File: src/recorder_pkg.sv
// Shared sizes, port map and encodings for the message recorder
package recorder_pkg;

	//////////////////////////////////////////////////
	// Data path and memory sizes
	//////////////////////////////////////////////////

	// One audio sample per memory word
	localparam int DATA_W = 16;
	// Processor port bus
	localparam int BYTE_W = 8;

	localparam int ADDR_W = 7;
	localparam int SLOT_W = 3;
	localparam int MODE_W = 3;
	localparam int VOL_W = 4;

	// Five equal slots, kept tiny for simulation
	localparam int SLOT_COUNT = 5;
	localparam logic [ADDR_W-1:0] SLOT_WORDS = 7'd16;
	// SLOT_COUNT * SLOT_WORDS - 1
	localparam logic [ADDR_W-1:0] MEM_LAST = 7'd79;

	// Volume range, level 0 never used
	localparam logic [VOL_W-1:0] VOL_MIN = 4'd1;
	localparam logic [VOL_W-1:0] VOL_MAX = 4'd15;
	localparam logic [VOL_W-1:0] VOL_RESET = 4'd1;

	//////////////////////////////////////////////////
	// Processor port numbers
	//////////////////////////////////////////////////

	// Output ports, written by the processor
	localparam logic [BYTE_W-1:0] PORT_VOLUME = 8'h04;
	localparam logic [BYTE_W-1:0] PORT_RECORD = 8'h05;
	localparam logic [BYTE_W-1:0] PORT_MODE = 8'h0B;
	localparam logic [BYTE_W-1:0] PORT_FILE = 8'h0C;

	// Input ports, read back by the processor
	localparam logic [BYTE_W-1:0] PORT_SELECT = 8'h08;
	localparam logic [BYTE_W-1:0] PORT_BACK = 8'h09;
	localparam logic [BYTE_W-1:0] PORT_PAUSE = 8'h0A;
	localparam logic [BYTE_W-1:0] PORT_DEL_DONE = 8'h0F;

	//////////////////////////////////////////////////
	// Opcodes and sequencer states
	//////////////////////////////////////////////////

	// Value written to PORT_MODE
	typedef enum logic [MODE_W-1:0] {
		MODE_MAIN   = 3'd0,
		MODE_PLAY   = 3'd1,
		MODE_RECORD = 3'd2,
		MODE_DELONE = 3'd3,
		MODE_DELALL = 3'd4,
		MODE_VOLUME = 3'd5
	} mode_e;

	// Value written to PORT_VOLUME
	typedef enum logic [1:0] {
		VOL_UP   = 2'd1,
		VOL_DOWN = 2'd2
	} vol_cmd_e;

	typedef enum logic [3:0] {
		ST_MAIN,
		ST_PLAY_WAIT,
		ST_READ_REQ,
		ST_READ_WAIT,
		ST_READ_ACK,
		ST_RECORD_WAIT,
		ST_WRITE,
		ST_WRITE_STEP,
		ST_DEL_WRITE,
		ST_DEL_STEP
	} state_e;

endpackage

File: src/cmd_if.sv
`timescale 1ns/1ps

// Decoded processor commands, all driven by the port decoder
interface cmd_if;

	// Levels, held until the processor rewrites them
	recorder_pkg::mode_e mode;
	logic [recorder_pkg::SLOT_W-1:0] slot;
	logic slot_valid;
	logic record_enable;

	// Single-cycle pulses
	logic mode_write;
	logic vol_step_up;
	logic vol_step_down;

	modport decoder (
		output mode,
		output mode_write,
		output slot,
		output slot_valid,
		output record_enable,
		output vol_step_up,
		output vol_step_down
	);

	// Sequencer only needs the control levels
	modport sequencer (input mode, input mode_write, input slot_valid, input record_enable);

	modport volume (input vol_step_up, input vol_step_down);

endinterface

File: src/addr_if.sv
`timescale 1ns/1ps

// Sequencer to address counter
interface addr_if;

	// Requests from the sequencer, at most one per cycle
	logic load_slot;
	logic load_all;
	logic step;

	// Counter state
	logic [recorder_pkg::ADDR_W-1:0] address;
	logic at_end;

	modport sequencer (
		output load_slot,
		output load_all,
		output step,
		input  at_end
	);

	modport counter (
		input  load_slot,
		input  load_all,
		input  step,
		output address,
		output at_end
	);

endinterface

File: src/port_decoder.sv
`timescale 1ns/1ps

// Processor port bus to command registers, plus input port mux
module port_decoder (
	input  logic clk2,
	input  logic pb_reset,
	input  logic [recorder_pkg::BYTE_W-1:0] port_id,
	input  logic [recorder_pkg::BYTE_W-1:0] out_port,
	input  logic write_strobe,
	input  logic read_strobe,
	input  logic select,
	input  logic back,
	input  logic pause_play,
	input  logic del_done,
	output logic [recorder_pkg::BYTE_W-1:0] in_port,
	cmd_if.decoder cmd
);

	logic bus_write;
	logic write_mode;
	logic write_file;
	logic write_volume;
	logic write_record;
	logic mode_legal;
	logic file_legal;
	logic in_volume;
	recorder_pkg::mode_e mode_decoded;

	// Both strobes at once is not a bus cycle the processor makes
	assign bus_write = write_strobe & ~read_strobe;

	// Output port select
	assign write_mode = bus_write && (port_id == recorder_pkg::PORT_MODE);
	assign write_file = bus_write && (port_id == recorder_pkg::PORT_FILE);
	assign write_volume = bus_write && (port_id == recorder_pkg::PORT_VOLUME);
	assign write_record = bus_write && (port_id == recorder_pkg::PORT_RECORD);

	// Unknown mode codes fall back to the main menu
	assign mode_legal = (out_port <=
		{{(recorder_pkg::BYTE_W-recorder_pkg::MODE_W){1'b0}}, recorder_pkg::MODE_VOLUME});
	assign mode_decoded = mode_legal ?
		recorder_pkg::mode_e'(out_port[recorder_pkg::MODE_W-1:0]) : recorder_pkg::MODE_MAIN;

	// Slots 0 to 4 in every mode
	assign file_legal = (int'(out_port) < recorder_pkg::SLOT_COUNT);

	assign in_volume = (cmd.mode == recorder_pkg::MODE_VOLUME);

	//////////////////////////////////////////////////
	// Command registers
	//////////////////////////////////////////////////

	always_ff @(posedge clk2 or posedge pb_reset) begin
		if (pb_reset) begin
			cmd.mode <= recorder_pkg::MODE_MAIN;
			cmd.mode_write <= 1'b0;
			cmd.slot <= '0;
			cmd.slot_valid <= 1'b0;
			cmd.record_enable <= 1'b0;
			cmd.vol_step_up <= 1'b0;
			cmd.vol_step_down <= 1'b0;
		end else begin
			cmd.mode_write <= write_mode;
			// Volume steps only count in volume mode
			cmd.vol_step_up <= write_volume && in_volume &&
				(out_port == {{(recorder_pkg::BYTE_W-2){1'b0}}, recorder_pkg::VOL_UP});
			cmd.vol_step_down <= write_volume && in_volume &&
				(out_port == {{(recorder_pkg::BYTE_W-2){1'b0}}, recorder_pkg::VOL_DOWN});

			// New mode needs a new slot, and recording is disarmed
			if (write_mode) begin
				cmd.mode <= mode_decoded;
				cmd.slot_valid <= 1'b0;
				cmd.record_enable <= 1'b0;
			end
			if (write_file) begin
				cmd.slot <= out_port[recorder_pkg::SLOT_W-1:0];
				cmd.slot_valid <= file_legal;
			end
			if (write_record && (cmd.mode == recorder_pkg::MODE_RECORD)) begin
				cmd.record_enable <= (out_port == 8'h01);
			end
		end
	end

	//////////////////////////////////////////////////
	// Input port mux, one cycle behind port_id
	//////////////////////////////////////////////////

	always_ff @(posedge clk2 or posedge pb_reset) begin
		if (pb_reset) begin
			in_port <= '0;
		end else begin
			case (port_id)
				recorder_pkg::PORT_SELECT: in_port <= {{(recorder_pkg::BYTE_W-1){1'b0}}, select};
				recorder_pkg::PORT_BACK: in_port <= {{(recorder_pkg::BYTE_W-1){1'b0}}, back};
				recorder_pkg::PORT_PAUSE: in_port <= {{(recorder_pkg::BYTE_W-1){1'b0}}, pause_play};
				recorder_pkg::PORT_DEL_DONE: in_port <= {{(recorder_pkg::BYTE_W-1){1'b0}}, del_done};
				// Nothing else is readable
				default: in_port <= '0;
			endcase
		end
	end

endmodule

File: src/recorder_fsm.sv
`timescale 1ns/1ps

// Play, record and delete sequencer
module recorder_fsm (
	input  logic clk2,
	input  logic pb_reset,
	cmd_if.sequencer cmd,
	addr_if.sequencer addr,
	input  logic [recorder_pkg::DATA_W-1:0] mem_rd_data,
	input  logic mem_data_present,
	input  logic [recorder_pkg::DATA_W-1:0] audio_in,
	output logic [recorder_pkg::DATA_W-1:0] mem_wr_data,
	output logic mem_write_enable,
	output logic mem_read_request,
	output logic mem_read_ack,
	output logic [recorder_pkg::DATA_W-1:0] sample_out,
	output logic sample_strobe,
	output logic playback,
	output logic del_done
);

	recorder_pkg::state_e state;
	recorder_pkg::state_e state_next;
	logic op_armed;
	logic start_op;
	logic start_delete;

	// Memory strobes straight from the state
	assign mem_read_request = (state == recorder_pkg::ST_READ_REQ);
	assign mem_read_ack = (state == recorder_pkg::ST_READ_ACK);
	assign sample_strobe = (state == recorder_pkg::ST_READ_ACK);
	assign mem_write_enable = (state == recorder_pkg::ST_WRITE) ||
		(state == recorder_pkg::ST_DEL_WRITE);
	// Audio in record, zero for deletes
	assign mem_wr_data = (state == recorder_pkg::ST_WRITE) ? audio_in : '0;

	//////////////////////////////////////////////////
	// Next state and address control
	//////////////////////////////////////////////////

	always_comb begin
		state_next = state;
		start_op = 1'b0;
		start_delete = 1'b0;
		addr.load_slot = 1'b0;
		addr.load_all = 1'b0;
		addr.step = 1'b0;
		case (state)
			recorder_pkg::ST_MAIN: begin
				// One operation per mode write
				if (op_armed) begin
					case (cmd.mode)
						recorder_pkg::MODE_PLAY: begin
							if (cmd.slot_valid) begin
								addr.load_slot = 1'b1;
								start_op = 1'b1;
								state_next = recorder_pkg::ST_PLAY_WAIT;
							end
						end
						recorder_pkg::MODE_RECORD: begin
							if (cmd.slot_valid) begin
								addr.load_slot = 1'b1;
								start_op = 1'b1;
								state_next = recorder_pkg::ST_RECORD_WAIT;
							end
						end
						recorder_pkg::MODE_DELONE: begin
							if (cmd.slot_valid) begin
								addr.load_slot = 1'b1;
								start_op = 1'b1;
								start_delete = 1'b1;
								state_next = recorder_pkg::ST_DEL_WRITE;
							end
						end
						// Whole memory, no slot needed
						recorder_pkg::MODE_DELALL: begin
							addr.load_all = 1'b1;
							start_op = 1'b1;
							start_delete = 1'b1;
							state_next = recorder_pkg::ST_DEL_WRITE;
						end
						default: ;
					endcase
				end
			end
			// Play loop
			recorder_pkg::ST_PLAY_WAIT: begin
				if (cmd.mode_write)
					state_next = recorder_pkg::ST_MAIN;
				else
					state_next = recorder_pkg::ST_READ_REQ;
			end
			recorder_pkg::ST_READ_REQ: state_next = recorder_pkg::ST_READ_WAIT;
			recorder_pkg::ST_READ_WAIT: begin
				// Latency varies, just wait
				if (mem_data_present)
					state_next = recorder_pkg::ST_READ_ACK;
			end
			recorder_pkg::ST_READ_ACK: begin
				addr.step = ~addr.at_end;
				state_next = addr.at_end ? recorder_pkg::ST_MAIN : recorder_pkg::ST_PLAY_WAIT;
			end
			// Record loop, two cycles a word while armed
			recorder_pkg::ST_RECORD_WAIT: begin
				if (cmd.mode_write)
					state_next = recorder_pkg::ST_MAIN;
				else if (cmd.record_enable)
					state_next = recorder_pkg::ST_WRITE;
			end
			recorder_pkg::ST_WRITE: state_next = recorder_pkg::ST_WRITE_STEP;
			recorder_pkg::ST_WRITE_STEP: begin
				addr.step = ~addr.at_end;
				if (addr.at_end)
					state_next = recorder_pkg::ST_MAIN;
				else if (cmd.record_enable)
					state_next = recorder_pkg::ST_WRITE;
				else
					state_next = recorder_pkg::ST_RECORD_WAIT;
			end
			// Delete loop, not abortable
			recorder_pkg::ST_DEL_WRITE: state_next = recorder_pkg::ST_DEL_STEP;
			recorder_pkg::ST_DEL_STEP: begin
				addr.step = ~addr.at_end;
				state_next = addr.at_end ? recorder_pkg::ST_MAIN : recorder_pkg::ST_DEL_WRITE;
			end
			default: state_next = recorder_pkg::ST_MAIN;
		endcase
	end

	//////////////////////////////////////////////////
	// State and status flags
	//////////////////////////////////////////////////

	always_ff @(posedge clk2 or posedge pb_reset) begin
		if (pb_reset) begin
			state <= recorder_pkg::ST_MAIN;
			op_armed <= 1'b0;
			playback <= 1'b0;
			del_done <= 1'b0;
		end else begin
			state <= state_next;
			// Rearm on every mode write
			if (cmd.mode_write)
				op_armed <= 1'b1;
			else if (start_op)
				op_armed <= 1'b0;
			// Playback from first request until play ends
			if (state_next == recorder_pkg::ST_MAIN)
				playback <= 1'b0;
			else if (state_next == recorder_pkg::ST_READ_REQ)
				playback <= 1'b1;
			if (start_delete)
				del_done <= 1'b0;
			else if ((state == recorder_pkg::ST_DEL_STEP) && addr.at_end)
				del_done <= 1'b1;
		end
	end

	// Sample latched with the read ack
	always_ff @(posedge clk2) begin
		if ((state == recorder_pkg::ST_READ_WAIT) && mem_data_present)
			sample_out <= mem_rd_data;
	end

endmodule

File: src/address_counter.sv
`timescale 1ns/1ps

// Memory address and end-of-range register
module address_counter (
	input  logic clk2,
	input  logic pb_reset,
	addr_if.counter addr,
	input  logic [recorder_pkg::SLOT_W-1:0] slot
);

	logic [recorder_pkg::ADDR_W-1:0] slot_base;
	logic [recorder_pkg::ADDR_W-1:0] slot_last;
	logic [recorder_pkg::ADDR_W-1:0] end_addr;

	// Base is slot times slot size
	assign slot_base = slot * recorder_pkg::SLOT_WORDS;
	assign slot_last = slot_base + recorder_pkg::SLOT_WORDS - 7'd1;

	always_ff @(posedge clk2 or posedge pb_reset) begin
		if (pb_reset) begin
			addr.address <= '0;
			end_addr <= '0;
		end else begin
			if (addr.load_slot) begin
				addr.address <= slot_base;
				end_addr <= slot_last;
			end else if (addr.load_all) begin
				// Full memory for delete all
				addr.address <= '0;
				end_addr <= recorder_pkg::MEM_LAST;
			end else if (addr.step) begin
				addr.address <= addr.address + 7'd1;
			end
		end
	end

	// Last word of the current range
	assign addr.at_end = (addr.address == end_addr);

endmodule

File: src/volume_ctrl.sv
`timescale 1ns/1ps

// Volume level, one step per command, saturating
module volume_ctrl (
	input  logic clk2,
	input  logic pb_reset,
	cmd_if.volume cmd,
	output logic [recorder_pkg::VOL_W-1:0] volume
);

	always_ff @(posedge clk2 or posedge pb_reset) begin
		if (pb_reset) begin
			volume <= recorder_pkg::VOL_RESET;
		end else begin
			// Hold at either bound
			if (cmd.vol_step_up && (volume < recorder_pkg::VOL_MAX))
				volume <= volume + 4'd1;
			else if (cmd.vol_step_down && (volume > recorder_pkg::VOL_MIN))
				volume <= volume - 4'd1;
		end
	end

endmodule

File: src/recorder_top.sv
`timescale 1ns/1ps

// Message recorder controller
module recorder_top (
	input  logic clk2,
	input  logic pb_reset,
	// Processor port bus
	input  logic [recorder_pkg::BYTE_W-1:0] port_id,
	input  logic [recorder_pkg::BYTE_W-1:0] out_port,
	input  logic write_strobe,
	input  logic read_strobe,
	output logic [recorder_pkg::BYTE_W-1:0] in_port,
	// Buttons
	input  logic select,
	input  logic back,
	input  logic pause_play,
	// Sample memory
	output logic [recorder_pkg::ADDR_W-1:0] mem_address,
	output logic [recorder_pkg::DATA_W-1:0] mem_wr_data,
	output logic mem_write_enable,
	output logic mem_read_request,
	output logic mem_read_ack,
	input  logic [recorder_pkg::DATA_W-1:0] mem_rd_data,
	input  logic mem_data_present,
	// Audio
	input  logic [recorder_pkg::DATA_W-1:0] audio_in,
	output logic [recorder_pkg::DATA_W-1:0] sample_out,
	output logic sample_strobe,
	output logic playback,
	output logic [recorder_pkg::VOL_W-1:0] volume
);

	logic del_done;

	cmd_if cmd_bus ();
	addr_if addr_bus ();

	assign mem_address = addr_bus.address;

	port_decoder u_decoder (
		.clk2(clk2),
		.pb_reset(pb_reset),
		.port_id(port_id),
		.out_port(out_port),
		.write_strobe(write_strobe),
		.read_strobe(read_strobe),
		.select(select),
		.back(back),
		.pause_play(pause_play),
		.del_done(del_done),
		.in_port(in_port),
		.cmd(cmd_bus.decoder)
	);

	recorder_fsm u_fsm (
		.clk2(clk2),
		.pb_reset(pb_reset),
		.cmd(cmd_bus.sequencer),
		.addr(addr_bus.sequencer),
		.mem_rd_data(mem_rd_data),
		.mem_data_present(mem_data_present),
		.audio_in(audio_in),
		.mem_wr_data(mem_wr_data),
		.mem_write_enable(mem_write_enable),
		.mem_read_request(mem_read_request),
		.mem_read_ack(mem_read_ack),
		.sample_out(sample_out),
		.sample_strobe(sample_strobe),
		.playback(playback),
		.del_done(del_done)
	);

	// Slot number taken directly from the command bus
	address_counter u_addr (
		.clk2(clk2),
		.pb_reset(pb_reset),
		.addr(addr_bus.counter),
		.slot(cmd_bus.slot)
	);

	volume_ctrl u_volume (
		.clk2(clk2),
		.pb_reset(pb_reset),
		.cmd(cmd_bus.volume),
		.volume(volume)
	);

endmodule

File: config.mk
export PLATFORM = sky130hd
export DESIGN_NAME = recorder_top
export DESIGN_NICKNAME = d
export VERILOG_FILES = /design/src/recorder_pkg.sv /design/src/cmd_if.sv /design/src/addr_if.sv /design/src/port_decoder.sv /design/src/recorder_fsm.sv /design/src/address_counter.sv /design/src/volume_ctrl.sv /design/src/recorder_top.sv
export SDC_FILE = /design/constraint.sdc
export NUM_CORES = 1
export LEC_CHECK = 0
export BUFFER_PORTS_ARGS = -buffer_cell sky130_fd_sc_hd__buf_2
export CAP_MARGIN = 40
export CORE_MARGIN = 3
export CORE_UTILIZATION = 50
export DETAILED_ROUTE_END_ITERATION = 8
export PLACE_DENSITY_LB_ADDON = 0.05
export SYNTH_ARGS = -nofsm -noshare
export SYNTH_HDL_FRONTEND = slang
export SYNTH_SLANG_ARGS = --single-unit
File: constraint.sdc
create_clock -name clk2 -period 2.9 [get_ports clk2]
set_input_delay 0.29 -clock clk2 [delete_from_list [all_inputs] [get_ports clk2]]
set_output_delay 0.29 -clock clk2 [all_outputs]
set_load 0.02 [all_outputs]
## Yosys cells after proc, flatten, opt, wreduce, memory -nomap -nowiden

Cells that the tools add are included.

- Register bits after elaboration: 53
- Input bits: 56
- Output and inout bits: 56
- Word-level logic and storage cells: 126

- $add $sub $neg: 5
- $lt $le $gt $ge: 4
- Equal/unequal tests: 26
- Mux-type cells: 47
- Bitwise gates (word level): 3
- Reductions and logical operators: 25

Operators by type and width:

| cell | number |
|---|---|
| 8-bit by 4-bit equality test with 1-bit output (second input constant) | 6 |
| 4-bit two-way mux | 11 |
| 4-bit case mux with 10 select lines | 1 |
| 7-bit two-way mux | 5 |
| 1-bit two-way mux | 22 |
| 4-bit by 3-bit equality test with 1-bit output (second input constant) | 4 |
| 8-bit by 3-bit equality test with 1-bit output (second input constant) | 2 |
| 16-bit two-way mux | 1 |
| 4-bit case mux with 4 select lines | 1 |
| 2-bit nonzero test | 7 |
| 4-bit by 2-bit equality test with 1-bit output (second input constant) | 3 |
| 1-bit logical AND | 12 |
| 4-bit equality test (second input constant) | 2 |
| 8-bit by 1-bit equality test with 1-bit output (second input constant) | 1 |
| 8-bit by 2-bit equality test with 1-bit output (second input constant) | 1 |
| 8-bit by 3-bit less-or-equal comparator with 1-bit output (second input constant) | 1 |
| 4-bit zero test | 2 |
| 8-bit by 3-bit less-than comparator with 1-bit output (second input constant) | 1 |
| 7-bit by 1-bit adder with 7-bit output (second input constant) | 1 |
| 7-bit by 5-bit adder with 7-bit output (second input constant) | 1 |
| 7-bit equality test | 1 |
| 7-bit by 1-bit subtractor with 7-bit output (second input constant) | 1 |
| 3-bit by 2-bit equality test with 1-bit output (second input constant) | 2 |
| 3-bit equality test (second input constant) | 2 |
| 15 further kinds | 19 |

## Longest topological paths before layout

- Depth after elaboration: 7
- Gate-level depth with buffers: 7
- Depth with buffers taken out: 7

## By module

Synthesis repeated with hierarchy kept, for this count alone.

- Cell total of the unflattened synthesis: 257
- Area, all modules: 2687.6 um^2

By module, submodules not included:

| module | instances | cells an instance | area an instance (um^2) | seq. area each (um^2) |
|---|---|---|---|---|
| recorder_fsm | 1 | 102 | 1179.9 | 655.6 |
| port_decoder | 1 | 66 | 669.4 | 300.3 |
| address_counter | 1 | 57 | 553.0 | 275.3 |
| volume_ctrl | 1 | 32 | 285.3 | 101.3 |

## Worst setup path after synthesis

OpenSTA, ideal clock, no wires.

- Path type: register -> register
- Start point: register u_fsm.state[3]
- End point: register u_addr.addr.address[1]
- Library setup time: 0.125 ns
- Arrival: 1.984 ns
- Required time: 2.775 ns
- Slack: 0.791 ns
- Cell stages (with the launch flop): 7
- Path buffers: 1
- Clock period less this slack: 2.109 ns
- Path through: dfrtp_1 -> buf_2 -> nand2b_1 -> nor3_1 -> a21oi_1 -> o21bai_4 -> mux2_2

- Longest elaborated chain between the ends: 4
- Elaborated cells on any way between the ends: 11
- Classes of those cells: eq/ne (3); mux (5); reduce/logical (3)

Ends and longest elaborated chain:

| what | RTL line | text |
|---|---|---|
| start: declaration | recorder_fsm.sv:22 | `recorder_pkg::state_e state;` |
| start signal: assignment | recorder_fsm.sv:136 | `state <= recorder_pkg::ST_MAIN;` |
| start signal: assignment | recorder_fsm.sv:141 | `state <= state_next;` |
| 4-bit by 3-bit equality test with 1-bit output | -- |  |
| net mem_read_ack | recorder_top.sv:22 | `output logic mem_read_ack,` |
| 3-bit OR reduction (no source line) | -- |  |
| 1-bit two-way mux | -- |  |
| 3-bit nonzero test (no source line) | -- |  |
| end signal: assignment | address_counter.sv:25 | `addr.address <= slot_base;` |
| end signal: assignment | address_counter.sv:32 | `addr.address <= addr.address + 7'd1;` |
| end: declaration | addr_if.sv:26 | `output address,` |

The timed path passes the listed nets, and every way through them passes these cells.
A chain may end at the register's enable or synchronous reset.

## Worst setup path after layout

- Start point: register u_fsm.state[3]
- End point: output mem_wr_data[11] in the netlist's numbering

- Longest elaborated chain between the ends: 2

Ends and longest elaborated chain:

| what | RTL line | text |
|---|---|---|
| 4-bit by 3-bit equality test with 1-bit output | recorder_fsm.sv:35 | `assign mem_wr_data = (state == recorder_pkg::ST_WRITE) ? audio_in : '0;` |
| 16-bit two-way mux | recorder_fsm.sv:35 |  |
| end: declaration | recorder_top.sv:19 | `output logic [recorder_pkg::DATA_W-1:0] mem_wr_data,` |

Every way passes these cells.

==> flow_summary.ini <==
[timing]
rsz0062_at_grt = no
skew_ns = 0.009640
tightestPinTransition_ns = 0.7358
finalHoldViolations = 0
setup-violations-final = 0
fin_ws_ns = 0.5402
slew_violations = 0
layout_worst_path_cycle_share_pct = 81.37
tns_ns = 0
post-route-min-period_ns = 2.360
fmax_mhz = 423.8
slew_headroom_pct = 50.76

[yosys]
synthDistinctLibCells = 58
avgSynthCellArea_um2 = 10.53
synth_flop_cell = dfrtp_1
netlist.area_leader.share_pct = 31.25
syn_inst = 251
synthArstFlopShare_pct = 68.00
synth_edf_count = 16
ys_ff_latch = 50
seq_area_frac_synth_pct = 50.43
synthTopCellsByArea = dfrtp_1 (31%), edfxtp_1 (18%), and2_1 (3.8%), o21ai_0 (3.2%), buf_4 (2.3%)
yosys.area.top_type = dfrtp_1
yosysWarnings = 0
syn_area_um2 = 2643

[place]
io_buffer_count = 104
dp.final_hpwl_um = 4492
routabilityCongestion = 0.9075
post-place-ws_ns = 0.8549

[setup_path]
required_ns = 2.61
cp-end-kind = output pin
regToRegSetupSlack_ns = 0.95
crit_type = register to output pin
r2r-end = u_fsm.playback
reg2regPathDepth = 6
crit_chain = nand2b_1, nor2_1, and2_1, buf_2
path_max_fanout = 16
rr_startpoint = u_addr.addr.address[0]
critical_path.max_stage_delay_ns = 0.62
arrival_ns = 2.07
crit_path_top_delay_cell = nor2_1
start_kind = register

[cells_and_area]
register_area_um2 = 1333
final_util_pct = 66.78
syn_to_final_growth_pct = 24.10
diodes = 0
drive_gt1_share_pct = 37.29
layout_common_cells = buf_2 (104), dfrtp_1 (33), o21ai_0 (17)
layout_commonest_cell = buf_2
fillers = 416
multiInputGateArea_um2 = 1189
layout.nets = 413

[floorplanning]
die_h_um = 78.70
die-area_um2 = 6194
die_w_um = 78.70
num_rows = 25
core_area_um2 = 4911
start_util_pct = 53.81
io_pins = 112

[detailed_routing]
drtPass1Iterations = 4
wl_um = 5839
drt_iter0_drc = 102
wl_per_cell_um = 13.87
avgViaCountPerCell = 5.214
antenna_left = 0
route.vias.total = 2195
drc = 0

[cts]
cts.sinks = 50
clkLatencyLatePin_ns = 0.31
path_clk_slew_ns = 0.09
postCtsSetupBuffers = 0
cts_tree = done
cts_buffers = 5
cts_root_buf = clkbuf_8
post_cts_resized = 0
ctsHoldBuffers = 0
htreeDepth = 2
cts_buffer_depth = 2

[global_routing]
grt_pass1_vias = 2030
grt_pass1_wl_um = 9425
antenna_found_initial = 0
grt.total_usage_pct = 19.23
grt_overflow = 0
grt_max_degree = 35

[pwr]
p_leak_nw = 1.606
ir_drop_v = 0.0002911
powerDensity_nw_per_um2 = 559.9
power_mw = 1.836

[hold_path]
hold_path_class = primary input to asynchronous set/reset pin

[flow_run]
maxCapViolations = 0

[outcome]
status = finished clean
[synthesized netlist by cell type, types with 3 or more instances]
master / n
dfrtp_1: 33
o21ai_0: 17
and2_1: 16
edfxtp_1: 16
nor2_1: 15
inv_1: 12
nand2_1: 12
nand3_1: 10
buf_4: 8
nand2b_1: 7
nor3_1: 6
o31ai_1: 6
clkbuf_1: 5
nor3b_1: 5
a21oi_1: 4
a22o_1: 4
buf_2: 4
ha_1: 4
mux2_2: 4
nor2b_1: 4
xnor2_1: 4
xor2_1: 4
and3_1: 3
nand3b_1: 3
nand4_1: 3
nand4b_1: 3
[report_power, final]
part | switching, mW | internal (mW) | total, mW
registers | 0.0859 | 0.791 | 0.877
logic | 0.341 | 0.207 | 0.548
clock network | 0.236 | 0.174 | 0.410
total | 0.663 | 1.17 | 1.84
[flip-flops by register name, indices dropped and copies added (netlist names), 3 cells and up]
register,cells
u_addr.end_addr,4
u_volume.volume,4
u_decoder.cmd.slot,3
u_decoder.cmd.mode,3
u_fsm.sample_out,16
u_addr.addr.address,7
u_fsm.state,4
[cell type report]
cell class / count / area share [%]
Sequential cell: 50 / 40.63
Multi-Input combinational cell: 178 / 36.25
Timing Repair Buffer: 106 / 16.33
Tap cell: 67 / 2.556
Clock buffer: 5 / 2.098
Inverter: 12 / 1.374
Clock inverter: 3 / 0.7631
[through the flow]
step                      cells  instance area, µm²  hold slack (ns)
after floorplan             257                2665           0.3598
after global placement      413                3186           0.4179
after detailed placement    413                3186           0.4232
after CTS                   421                3279          0.08345
after global routing        421                3279           0.1026
final                       421                3279          0.06617
[critical path, delay by kind of cell (launching register included)]
| family | cells | cell delay, ns |
|---|---|---|
| flip-flops | 1 | 0.49 |
| AND/OR/NAND/NOR | 3 | 1.10 |
| buffers and inverters | 1 | 0.17 |
[how the worst max path moves through the flow]
stage	start	end	slack, ns	cells past startpoint
3_5_place_dp	u_fsm.state[3]	mem_wr_data[11]	0.85	4
5_1_grt	u_fsm.state[2]	mem_wr_data[11]	0.30	4
4_1_cts	u_fsm.state[3]	mem_wr_data[11]	0.49	4
6_report	u_fsm.state[3]	mem_wr_data[11]	0.54	4
2_1_floorplan	u_fsm.state[3]	u_addr.addr.address[1]	0.79	6
3_3_place_gp	u_fsm.state[0]	mem_wr_data[2]	0.93	4
[metal layers]
metal / share of wire [%] / global-route usage [%] / routed length, µm
met3: 5.6 / 3.968 / 329
met2: 49 / 31.75 / 2859
met5: 0 / 0 / 0
met1: 44 / 25.35 / 2556
met4: 1.6 / 6.294 / 93
[kinds of logic after synthesis]
kind of cell / count (synthesis) / share of synthesized area [%]
mux: 5 / 2.083
other cells: 1 / 0.1419
xor+xnor: 8 / 2.651
simple gates: 101 / 22.35
compound gates: 53 / 15.01
fa+ha+maj: 4 / 1.894
flops: 50 / 50.43
buf+inv: 29 / 5.445
Note: power is estimated with default switching activity, not from simulation.
